===== src/hdl/light_period_pkg.sv =====
`default_nettype none

// types and defaults shared by the ambient light period meter
package light_period_pkg;

    // one ADC frame on the serial link
    localparam int sample_width = 16;

    // one seven-segment digit without the decimal point
    localparam int seg_width = 7;

    // width of the brightness bar taken from the top of each sample
    localparam int level_width = 10;

    // raw frame word, the first bit on sdo ends up in the MSB
    typedef logic [sample_width-1:0] sample_t;

    // segment pattern, active low, bit order g f e d c b a
    typedef logic [seg_width-1:0] seg_t;

    // crossing level used by the top level unless overridden
    localparam sample_t default_threshold = 16'h1000;

endpackage

`default_nettype wire


===== src/hdl/als_spi_receiver.sv =====
`timescale 1ns/1ps
`default_nettype none

// reads the light sensor ADC over cs, sck and sdo
// sck idles high, the sensor moves sdo after a falling edge and
// the frame bit is taken when this block drives sck high again
module als_spi_receiver
#(
    parameter int sck_half_cycles  = 2,   // clk cycles per sck half period
    parameter int frame_gap_cycles = 8    // cs high time between frames, at least 1
)
(
    input  wire                       clk,
    input  wire                       reset,
    input  wire                       sdo,
    output logic                      cs,
    output logic                      sck,
    output light_period_pkg::sample_t sample,
    output logic                      sample_valid
);

    import light_period_pkg::*;

    localparam int div_width = $clog2(sck_half_cycles + 1);
    localparam int gap_width = $clog2(frame_gap_cycles + 1);
    localparam int bit_width = $clog2(sample_width);

    localparam logic [div_width-1:0] div_last = div_width'(sck_half_cycles - 1);
    localparam logic [gap_width-1:0] gap_last = gap_width'(frame_gap_cycles - 1);
    localparam logic [bit_width-1:0] bit_last = bit_width'(sample_width - 1);

    typedef enum logic [1:0]
    {
        st_gap,     // cs high, waiting between frames
        st_shift,   // cs low, sck running
        st_done     // last bit in, frame handed over next edge
    } state_t;

    state_t                 state;
    logic [gap_width-1:0]   gap_cnt;
    logic [div_width-1:0]   div_cnt;
    logic [bit_width-1:0]   bit_cnt;   // rising edges seen in this frame
    sample_t                shift_reg;
    logic                   div_wrap;
    logic                   sck_rise;

    assign div_wrap = (state == st_shift) && (div_cnt == div_last);
    assign sck_rise = div_wrap && !sck;  // sck goes high on this clock edge

    always_ff @(posedge clk or posedge reset)
    begin
        if (reset)
        begin
            state        <= st_gap;
            gap_cnt      <= '0;
            div_cnt      <= '0;
            bit_cnt      <= '0;
            cs           <= 1'b1;
            sck          <= 1'b1;
            sample       <= '0;
            sample_valid <= 1'b0;
        end
        else
        begin
            sample_valid <= 1'b0;

            case (state)
                st_gap:
                begin
                    if (gap_cnt == gap_last)
                    begin
                        gap_cnt <= '0;
                        div_cnt <= '0;
                        bit_cnt <= '0;
                        cs      <= 1'b0;   // frame begins with sck still high
                        state   <= st_shift;
                    end
                    else
                        gap_cnt <= gap_cnt + 1'b1;
                end

                st_shift:
                begin
                    if (div_wrap)
                    begin
                        div_cnt <= '0;
                        sck     <= ~sck;
                        if (sck_rise)
                        begin
                            if (bit_cnt == bit_last)
                                state <= st_done;   // sck stays high from here on
                            else
                                bit_cnt <= bit_cnt + 1'b1;
                        end
                    end
                    else
                        div_cnt <= div_cnt + 1'b1;
                end

                st_done:
                begin
                    // cs, sample and the strobe all change on this one edge
                    cs           <= 1'b1;
                    sample       <= shift_reg;
                    sample_valid <= 1'b1;
                    gap_cnt      <= '0;
                    state        <= st_gap;
                end

                default:
                    state <= st_gap;
            endcase
        end
    end

    always_ff @(posedge clk)
    begin
        if (sck_rise)
            shift_reg <= {shift_reg[sample_width-2:0], sdo};  // MSB arrives first
    end

    // the clock line must be parked high whenever the sensor is deselected
    a_sck_idle_high: assert property (@(posedge clk) disable iff (reset) cs |-> sck)
        else $error("sck low while cs is high");

    a_valid_single: assert property
        (@(posedge clk) disable iff (reset) sample_valid |=> !sample_valid)
        else $error("sample_valid high in two consecutive cycles");

endmodule

`default_nettype wire


===== src/hdl/crossing_period_meter.sv =====
`timescale 1ns/1ps
`default_nettype none

// measures the clk cycles between upward crossings of a brightness level
// a crossing needs the old sample strictly below and the new one strictly above
module crossing_period_meter
#(
    parameter int                        counter_width = 24,
    parameter light_period_pkg::sample_t threshold     = light_period_pkg::default_threshold
)
(
    input  wire                       clk,
    input  wire                       reset,
    input  light_period_pkg::sample_t sample,
    input  wire                       sample_valid,
    output logic [counter_width-1:0]  period,
    output logic                      period_valid
);

    import light_period_pkg::*;

    localparam logic [counter_width-1:0] count_one = counter_width'(1);
    localparam logic [counter_width-1:0] count_max = {counter_width{1'b1}};

    sample_t                   prev_sample;   // sample seen at the last strobe
    logic [counter_width-1:0]  counter;
    logic                      armed;         // a first crossing has been seen
    logic                      above;
    logic                      below;
    logic                      crossing;

    assign above    = sample > threshold;
    assign below    = prev_sample < threshold;
    assign crossing = sample_valid && above && below;

    // a sample exactly at the threshold never counts on either side
    always_ff @(posedge clk or posedge reset)
    begin
        if (reset)
            prev_sample <= '0;
        else if (sample_valid)
            prev_sample <= sample;
    end

    // counter starts at 1 on a crossing so that it holds the cycle distance
    // when the next crossing comes along
    always_ff @(posedge clk or posedge reset)
    begin
        if (reset)
            counter <= '0;
        else if (crossing)
            counter <= count_one;
        else if (counter != count_max)
            counter <= counter + count_one;   // sticks at all ones
    end

    always_ff @(posedge clk or posedge reset)
    begin
        if (reset)
            armed <= 1'b0;
        else if (crossing)
            armed <= 1'b1;
    end

    always_ff @(posedge clk or posedge reset)
    begin
        if (reset)
        begin
            period       <= '0;
            period_valid <= 1'b0;
        end
        else
        begin
            period_valid <= crossing && armed;  // the first crossing only arms
            if (crossing && armed)
                period <= counter;
        end
    end

    // a result only ever follows a frame strobe by exactly one cycle
    a_valid_after_sample: assert property
        (@(posedge clk) disable iff (reset) period_valid |-> $past(sample_valid))
        else $error("period_valid without a sample_valid in the previous cycle");

endmodule

`default_nettype wire


===== src/hdl/hex_display.sv =====
`timescale 1ns/1ps
`default_nettype none

// shows a value as hex digits on active-low seven-segment outputs
// digit 0 carries the lowest nibble
module hex_display
#(
    parameter int digit_count = 6
)
(
    input  wire                                       clk,
    input  wire                                       reset,
    input  wire  [digit_count*4-1:0]                  value,
    output light_period_pkg::seg_t [digit_count-1:0]  hex
);

    import light_period_pkg::*;

    // segment bits are g f e d c b a, a zero lights the segment
    function automatic seg_t nibble_to_seg(input logic [3:0] nibble);
        seg_t pattern;
        case (nibble)
            4'h0:    pattern = 7'b100_0000;
            4'h1:    pattern = 7'b111_1001;
            4'h2:    pattern = 7'b010_0100;
            4'h3:    pattern = 7'b011_0000;
            4'h4:    pattern = 7'b001_1001;
            4'h5:    pattern = 7'b001_0010;
            4'h6:    pattern = 7'b000_0010;
            4'h7:    pattern = 7'b111_1000;
            4'h8:    pattern = 7'b000_0000;
            4'h9:    pattern = 7'b001_0000;
            4'ha:    pattern = 7'b000_1000;
            4'hb:    pattern = 7'b000_0011;   // lower case b
            4'hc:    pattern = 7'b100_0110;
            4'hd:    pattern = 7'b010_0001;   // lower case d
            4'he:    pattern = 7'b000_0110;
            default: pattern = 7'b000_1110;   // F
        endcase
        return pattern;
    endfunction

    // every digit is registered so the outputs change one cycle after value
    always_ff @(posedge clk or posedge reset)
    begin
        if (reset)
        begin
            for (int i = 0; i < digit_count; i++)
                hex[i] <= nibble_to_seg(4'h0);   // blank value reads as all zeros
        end
        else
        begin
            for (int i = 0; i < digit_count; i++)
                hex[i] <= nibble_to_seg(value[4*i +: 4]);
        end
    end

endmodule

`default_nettype wire


===== src/hdl/light_period_top.sv =====
`timescale 1ns/1ps
`default_nettype none

// light pulse period meter
// sensor frames come in over the serial link, the time between
// upward threshold crossings goes out as a number and as hex digits
module light_period_top
#(
    parameter int                        sck_half_cycles  = 2,
    parameter int                        frame_gap_cycles = 8,
    parameter int                        counter_width    = 24,   // multiple of 4
    parameter light_period_pkg::sample_t threshold        = light_period_pkg::default_threshold,
    localparam int                       digit_count      = counter_width / 4
)
(
    input  wire                                         clk,
    input  wire                                         reset,
    input  wire                                         sdo,
    output logic                                        cs,
    output logic                                        sck,
    output logic [light_period_pkg::level_width-1:0]    level,
    output logic [counter_width-1:0]                    period,
    output logic                                        period_valid,
    output light_period_pkg::seg_t [digit_count-1:0]    hex
);

    import light_period_pkg::*;

    sample_t sample;
    logic    sample_valid;

    als_spi_receiver
    #(
        .sck_half_cycles  (sck_half_cycles),
        .frame_gap_cycles (frame_gap_cycles)
    )
    i_als_spi_receiver
    (
        .clk          (clk),
        .reset        (reset),
        .sdo          (sdo),
        .cs           (cs),
        .sck          (sck),
        .sample       (sample),
        .sample_valid (sample_valid)
    );

    // brightness bar from the most significant sample bits
    assign level = sample[sample_width-1 -: level_width];

    crossing_period_meter
    #(
        .counter_width (counter_width),
        .threshold     (threshold)
    )
    i_crossing_period_meter
    (
        .clk          (clk),
        .reset        (reset),
        .sample       (sample),
        .sample_valid (sample_valid),
        .period       (period),
        .period_valid (period_valid)
    );

    hex_display
    #(
        .digit_count (digit_count)
    )
    i_hex_display
    (
        .clk   (clk),
        .reset (reset),
        .value (period),
        .hex   (hex)
    );

endmodule

`default_nettype wire


===== config.mk =====
export PLATFORM = sky130hd
export DESIGN_NAME = light_period_top
export DESIGN_NICKNAME = d
export VERILOG_FILES = /design/src/hdl/light_period_pkg.sv /design/src/hdl/als_spi_receiver.sv /design/src/hdl/crossing_period_meter.sv /design/src/hdl/hex_display.sv /design/src/hdl/light_period_top.sv
export SDC_FILE = /design/constraint.sdc
export NUM_CORES = 1
export LEC_CHECK = 0
export BUFFER_PORTS_ARGS = -buffer_cell sky130_fd_sc_hd__buf_2
export CORE_MARGIN = 4
export CORE_UTILIZATION = 50
export CTS_BUF_LIST = sky130_fd_sc_hd__clkbuf_4 sky130_fd_sc_hd__clkbuf_8 sky130_fd_sc_hd__clkbuf_16
export DETAILED_ROUTE_END_ITERATION = 8
export GPL_ROUTABILITY_DRIVEN = 0
export PLACE_DENSITY_LB_ADDON = 0.12
export SYNTH_ARGS = -nofsm -noshare
export SYNTH_HDL_FRONTEND = slang
export SYNTH_SLANG_ARGS = --single-unit

===== constraint.sdc =====
create_clock -name clk -period 5.1 [get_ports clk]
set_input_delay 0 -clock clk [delete_from_list [all_inputs] [get_ports clk]]
set_output_delay 0 -clock clk [all_outputs]
set_load 0.03 [all_outputs]

==> key figures, run 1 <==
Synth
  • Mux contribution to synthesized area: 12.46%
  • Leading area contributor after synthesis: dfrtp_1
  • Adder-cell share of the synthesized area: 7.041%
  • Flop and latch count out of synthesis: 143
  • Syn Inst Count: 586
  • Post-Synth Simple-Gate Area: 12.75%
  • Mean Syn Cell Area: 11.83 um^2
  • Largest family of logic cells by synthesized area: simple AND/OR/NAND/NOR gates
  • Synthesized area: 0.006930 mm^2
  • Commonest cells post-synth: dfrtp_1 (119), nor2_1 (58), ha_1 (39)
  • Count leader, synth: dfrtp_1
  • FFs w/ async S/R, synth: 88.81%
  • EDFF count, synth: 16
  • Synth top area cells: dfrtp_1 (43%), ha_1 (7.0%), edfxtp_1 (6.9%), mux2_4 (4.1%), mux2_2 (3.4%)
  • Synth Area in XOR/XNOR: 1.896%
  • Compound-cell area share of the yosys netlist: 8.720%
  • Seq/Total Area, Yosys: 52.93%
  • Top cell type's share of synthesized area: 42.97%
  • Most used DFF post-synth: dfrtp_1
  • Syn Nets: 628
  • YS warnings: 0
  • Yosys cell types: 59

Pwr
  • Clk network pwr share: 52.6%
  • Worst vdd ir: 0.1905 mV
  • Power per cell area: 307.7 mW/mm^2
  • P_sw: 474.1 uW
  • Internal power: 1999 uW
  • Combinational share of power: 0.9%
  • Sequential share of power: 46.5%
  • Switching part of the total: 19.17%
  • Leakage power: 0.003807 uW

Critical path
  • Worst path max stage delay: 0.82 ns
  • Worst EP required: 5.39 ns
  • Critical path peak fanout: 27
  • CP max-delay cell: a21oi_2
  • Buf/Inv on CP: 0
  • Arr. time, crit path: 2.93 ns
  • Crit Path Class: reg2reg
  • CP Cell Sequence: nor4_1 -> nand2_1 -> a21oi_2 -> and2_4 -> mux2_1
  • RR Startpoint: i_crossing_period_meter.prev_sample[14]
  • Crit path launch: i_crossing_period_meter.prev_sample[14]
  • Critical path's top delay family: simple AND/OR/NAND/NOR gates
  • Worst setup SP type: register
  • Crit end category: register

Timing
  • Slew @ Worst Pin: 1.128 ns
  • Final worst-path setup slack: 2.467 ns
  • Final Critical Period: 2.633 ns
  • RSZ-0062 raised after global routing: no
  • Final worst-path cycle share: 51.63%
  • F_max: 0.3798 GHz
  • Rel. slew slack: 24.80%
  • Final clock skew: 0.004139 ns
  • Final setup viols: 0
  • Hold Fails Final Rpt: 0
  • Hold Slack: 0.3001 ns
  • Pins Over Slew Limit: 0
  • Setup TNS: 0 ns

Layout
  • Largest Register: i_hex_display.hex
  • Biggest regs: i_hex_display.hex x42, i_crossing_period_meter.counter x24, i_crossing_period_meter.period x24
  • Share of layout cells above drive strength 1: 27.35%
  • Flip-flop count of the largest register after layout: 42
  • # diodes: 0
  • Fin nets: 698
  • Fill count: 1094
  • Area delta synth->final: 16.00%

CTS
  • Worst-skew pair later-pin latency: 0.41 ns
  • Clock sinks: 143
  • H-tree depth: 4
  • CTS tree: yes
  • Clock-pin slew on the worst setup and hold paths: 0.06 ns
  • CTS resizes: 0
  • Root buffer cell: clkbuf_16
  • Num CTS Buffers: 17
  • Clk buf depth: 2

GRT
  • First-pass GRT wire length: 21860 um
  • Initial antenna violation count: 0
  • Total track usage: 16.76%
  • Vias in the first global route: 4527
  • Largest net degree at the start of global routing: 83
  • Overflow after GRT: 0

Place
  • Port buffer count: 81
  • DP Worst Slack: 2.426 ns
  • DP Wirelength: 8555 um

Floorplanning
  • Die height: 125.7 um
  • Die X: 125.7 um
  • Initial Util: 51.72%
  • Core Footprint: 0.01340 mm^2
  • Rows: 42
  • IO Pins: 82
  • Die area: 0.01581 mm^2

Detailed routing
  • DR vias: 4590
  • Iteration-0 DRC Markers: 208
  • Mean routed wirelength per cell: 14.98 um
  • Final ANT Viol Nets: 0
  • DR pass1 iterations: 5
  • Number of vias per cell: 5.432
  • Final wirelength: 12660 um
  • DRC Markers: 0

Job
  • Max Cap Viol: 0

Hold path
  • Worst hold path startpoint: sdo
  • Hold Crit Class: in2reg

Outcome
  • Status: finished clean
==> placed cells by master (no fill, tap or decap), types with 8 or more instances in the layout <==
cell	netlist	layout
dfrtp_1	119	119
buf_2	2	81
nor2_1	58	58
ha_1	39	39
nand2_1	31	31
inv_1	27	26
a21oi_1	21	21
mux2_2	21	21
mux2_4	19	19
clkbuf_16	0	17
edfxtp_1	16	16
mux2i_1	15	15
nand3_1	14	14
o21ai_0	13	13
nor3_1	12	12
xnor2_1	12	12
nor2b_1	11	11
a22o_1	11	11
a211oi_1	8	8
dfstp_2	8	8
==> what timing repair did <==
action                    4_1_cts  5_1_grt
hold endpoints to repair       75        0
setup buffers                   0        0
hold buffers                    2        0
==> power groups by stage <==
stage / logic, uW / clock network (uW) / registers [uW]
after global placement: 21.3 / 0 / 1170
after detailed placement: 22.4 / 0 / 1170
final: 21.5 / 1300 / 1150
after CTS: 23.3 / 1340 / 1150
after floorplan: 14.5 / 0 / 1170
after global routing: 26.4 / 1380 / 1150
==> final timing paths <==
kind / endpoint / slack [ns] / cells past startpoint
min in group asynchronous: i_als_spi_receiver.gap_cnt[0] / 0.38 / 3
worst max register to register: i_crossing_period_meter.period[19] / 2.47 / 5
max in group asynchronous: i_crossing_period_meter.armed / 3.56 / 4
worst min-delay path: i_als_spi_receiver.shift_reg[0] / 0.30 / 2
worst max-delay path: i_crossing_period_meter.period[19] / 2.47 / 5
worst min register to register: i_als_spi_receiver.shift_reg[13] / 0.44 / 0
==> cell type report <==
type | count | area [um^2] | area share [%]
multi-input cells | 382 | 2970 | 36.95
clock inverters | 8 | 126.4 | 1.572
well taps | 176 | 220.2 | 2.739
inverters | 27 | 103.9 | 1.292
clock buffers | 24 | 509.2 | 6.335
repair buffers | 85 | 440.4 | 5.479
flip-flops and latches | 143 | 3669 | 45.63
==> layer usage <==
layer / global-route usage [%] / part of all wire, %
met2: 27.31 / 49
met3: 4.742 / 3.8
met5: 0 / 0
met1: 21.71 / 46
met4: 5.804 / 0.97
==> per-stage QoR <==
stage / cells / area [um^2] / utilization (%) / total power [uW]
6_report: 845 / 8039 / 59.99 / 2473
5_1_grt: 845 / 8039 / 59.99 / 2560
4_1_cts: 845 / 8039 / 59.99 / 2509
3_5_place_dp: 811 / 7383 / 55.10 / 1194
3_3_place_gp: 811 / 7383 / 55.10 / 1193
2_1_floorplan: 586 / 6930 / - / 1186
==> logic make-up after synthesis <==
group | Yosys count
compound gates | 88
xor+xnor | 15
buf+inv | 61
simple gates | 174
fa+ha+maj | 39
flops | 143
mux | 66
No activity file was read; power rests on OpenSTA's default activity.
==> inputs of run 2 (changes only) <==
==> constraint.sdc (replaced) <==
create_clock -name clk -period 2.6 [get_ports clk]
set_input_delay 0 -clock clk [delete_from_list [all_inputs] [get_ports clk]]
set_output_delay 0 -clock clk [all_outputs]
set_load 0.03 [all_outputs]
==> run 2 against run 1 <==
Sequential power increased by 97%. Largest power group unchanged. Die area is the same. Routed wire length is essentially flat. Highest routed layer unchanged. Total power is 91% higher. Design area increased by 0.39%. Via count hardly changed. Sequential share of layout area fell by 0.18 points. Flip-flop and latch count is the same. Non-clock buffer count rose by 7. Count of clock-buffer cells in the layout down 1.
==> key figures, run 2 (same netlist as run 1, synthesis figures left out) <==
Detailed routing
  • Wl on met1: 6011 um (+2.8%)
  • Iteration-0 DRC Markers: 236 (+13%)
  • DR vias: 4591 (+0.022%)
  • Metal2 WL: 5942 um (-4.3%)
  • Uppermost routed layer: met4
  • DRC Markers: 0 (unchanged)
  • Final wirelength: 12670 um (about the same)
  • Number of vias per cell: 5.388 (-0.80%)
  • WL met3: 511 um (+6.9%)
  • Mean routed wirelength per cell: 14.87 um (-0.78%)
  • DR pass1 iterations: 4 (-1)
  • Final ANT Viol Nets: 0 (unchanged)

CTS
  • Root buffer cell: clkbuf_16
  • Clock sinks: 143 (unchanged)
  • CTS resizes: 0 (unchanged)
  • CTS tree: yes
  • Num CTS Buffers: 17 (unchanged)
  • Clock-pin slew on the worst setup and hold paths: 0.06 ns (about the same)
  • Worst-skew pair later-pin latency: 0.42 ns (about the same)
  • H-tree depth: 4 (unchanged)
  • Clk buf depth: 2 (unchanged)

Pwr
  • Worst vdd ir: 0.3933 mV (+110%)
  • Clk network pwr share: 51.2% (-1.4 points)
  • P_sw: 930.0 uW (+96%)
  • Internal power: 3782 uW (+89%)
  • Power per cell area: 583.9 mW/mm^2 (+90%)
  • Leakage power: 0.003816 uW (+0.24%)
  • Sequential share of power: 47.9% (+1.4 points)
  • Combinational share of power: 0.9% (about the same)
  • Switching part of the total: 19.74% (+0.57 points)

Critical path
  • Crit end category: register
  • Critical path peak fanout: 25 (-7.4%)
  • Internal reg-to-reg setup slack: 0.50 ns (-1.97 ns)
  • Crit path to: i_crossing_period_meter.period[22]
  • Crit Path Class: reg2reg
  • Worst EP required: 2.90 ns (-2.49 ns)
  • Arr. time, crit path: 2.40 ns (-0.53 ns)
  • Worst setup SP type: register
  • Crit path launch: i_als_spi_receiver.sample[0]
  • Worst R2R Path Depth: 5 (unchanged)
  • RR Startpoint: i_als_spi_receiver.sample[0]
  • RR Endpoint: i_crossing_period_meter.period[22]

Timing
  • F_max: 0.4755 GHz (+25%)
  • Rel. slew slack: 56.57% (+32 points)
  • Final clock skew: 0.009406 ns (+0.005267 ns)
  • Final worst-path setup slack: 0.4968 ns (-1.970 ns)
  • Hold Fails Final Rpt: 0 (unchanged)
  • Slew @ Worst Pin: 0.6514 ns (-0.4766 ns)
  • Hold Slack: 0.2850 ns (-0.01512 ns)
  • RSZ-0062 raised after global routing: no
  • Final worst-path cycle share: 80.89% (+29 points)
  • Pins Over Slew Limit: 0 (unchanged)
  • Final setup viols: 0 (unchanged)
  • Setup TNS: 0 ns (unchanged)
  • Final Critical Period: 2.103 ns (-0.5300 ns)

GRT
  • Total track usage: 16.89% (+0.12 points)
  • Initial antenna violation count: 0 (unchanged)
  • First-pass GRT wire length: 22140 um (+1.3%)
  • Overflow after GRT: 0 (unchanged)
  • Largest net degree at the start of global routing: 128 (+54%)
  • Vias in the first global route: 4533 (+0.13%)

Floorplanning
  • Die area: 0.01581 mm^2 (unchanged)
  • Initial Util: 51.72% (unchanged)
  • Die X: 125.7 um (unchanged)
  • Core Footprint: 0.01340 mm^2 (unchanged)
  • Rows: 42 (unchanged)
  • Die height: 125.7 um (unchanged)
  • IO Pins: 82 (unchanged)

Layout
  • Most frequent cells in the layout: dfrtp_1 (119), buf_2 (81), nor2_1 (58)
  • Most common cell after layout, fill and taps aside: dfrtp_1
  • Final Non-Filler Cells: 852 (+0.83%)
  • Final Cell Area: 0.008070 mm^2 (+0.39%)
  • Share of layout cells above drive strength 1: 28.11% (+0.75 points)
  • Flip-flop count of the largest register after layout: 42 (unchanged)
  • Fill count: 1094 (unchanged)
  • Largest Register: i_hex_display.hex
  • Area of the multi-input gates: 0.002970 mm^2 (unchanged)
  • Reg area: 0.003669 mm^2 (unchanged)
  • # diodes: 0 (unchanged)
  • Area delta synth->final: 16.45%
  • Fin nets: 705 (+1.0%)
  • Biggest regs: i_hex_display.hex x42, i_crossing_period_meter.counter x24, i_crossing_period_meter.period x24

Hold path
  • Hold Crit Class: in2reg

Place
  • DP Worst Slack: 0.4920 ns (-1.934 ns)
  • Placed cells: 818 (+0.86%)
  • Port buffer count: 81 (unchanged)
  • DP Wirelength: 8439 um (-1.4%)
  • Placed standard-cell area: 0.007450 mm^2 (+0.90%)

Outcome
  • Status: finished clean

Job
  • Max Cap Viol: 0 (unchanged)
-- run 2: cell count changes in the layout (fill, tap and decap cells not counted) --
| cell | change |
|---|---|
| buf_4 | +6 |
| clkinvlp_4 | +3 |
| clkbuf_8 | -2 |
| buf_12 | +1 |
| bufinv_16 | -1 |
| clkbuf_4 | +1 |
| clkinv_4 | +1 |
| inv_4 | -1 |
| inv_6 | -1 |
-- run 2: final cells by class --
type,instances,area share [%]
Timing Repair Buffer,92,6.264
Clock inverter,9,1.380
Clock buffer,23,6.062
Tap cell,176,2.729
Multi-Input combinational cell,382,36.81
Inverter,27,1.302
Sequential cell,143,45.46
-- run 2: worst max-delay path: stages, from the launching register on --
cell and delay (ns):
dfrtp_1 0.38, or4_1 0.54, o31ai_2 0.29, a21oi_2 0.10
and2_4 0.30, mux2_1 0.36
-- run 2: stage by stage --
step | util (%) | power [uW]
final | 60.22 | 4712
after global routing | 60.22 | 4874
after CTS | 60.22 | 4777
after detailed placement | 55.59 | 2343
after global placement | 55.59 | 2342
after floorplan | - | 2327
-- run 2: layer usage --
| layer | vias to the layer above | track usage, % |
|---|---|---|
| met5 | - | 0 |
| met4 | 0 | 7.066 |
| met3 | 18 | 4.361 |
| met2 | 86 | 26.49 |
| met1 | 2247 | 22.51 |
| li1 | 2240 | - |
-- run 2: how the worst min path moves through the flow --
| stage | slack [ns] | endpoint | cells after the start | start |
|---|---|---|---|---|
| global placement | 0.18 | i_als_spi_receiver.shift_reg[0] | 1 | sdo |
| finish | 0.28 | i_als_spi_receiver.shift_reg[0] | 2 | sdo |
| global route | 0.29 | i_als_spi_receiver.shift_reg[0] | 2 | sdo |
| CTS | 0.27 | i_als_spi_receiver.shift_reg[0] | 2 | sdo |
| floorplan | 0.1 | i_als_spi_receiver.shift_reg[0] | 0 | sdo |
| detailed placement | 0.18 | i_als_spi_receiver.shift_reg[0] | 1 | sdo |
-- run 2: power by group through the flow --
stage | combinational (uW) | clock, uW | sequential, uW
6_report | 43.8 | 2410 | 2260
3_3_place_gp | 44.5 | 0 | 2300
4_1_cts | 47.5 | 2470 | 2260
3_5_place_dp | 45.5 | 0 | 2300
2_1_floorplan | 28.9 | 0 | 2300
5_1_grt | 53.4 | 2560 | 2260
-- run 2: repair_timing --
item                                   4_1_cts  5_1_grt
endpoints found under the hold margin      120        0
buffers inserted                             0        0
hold buffers                                 2        0
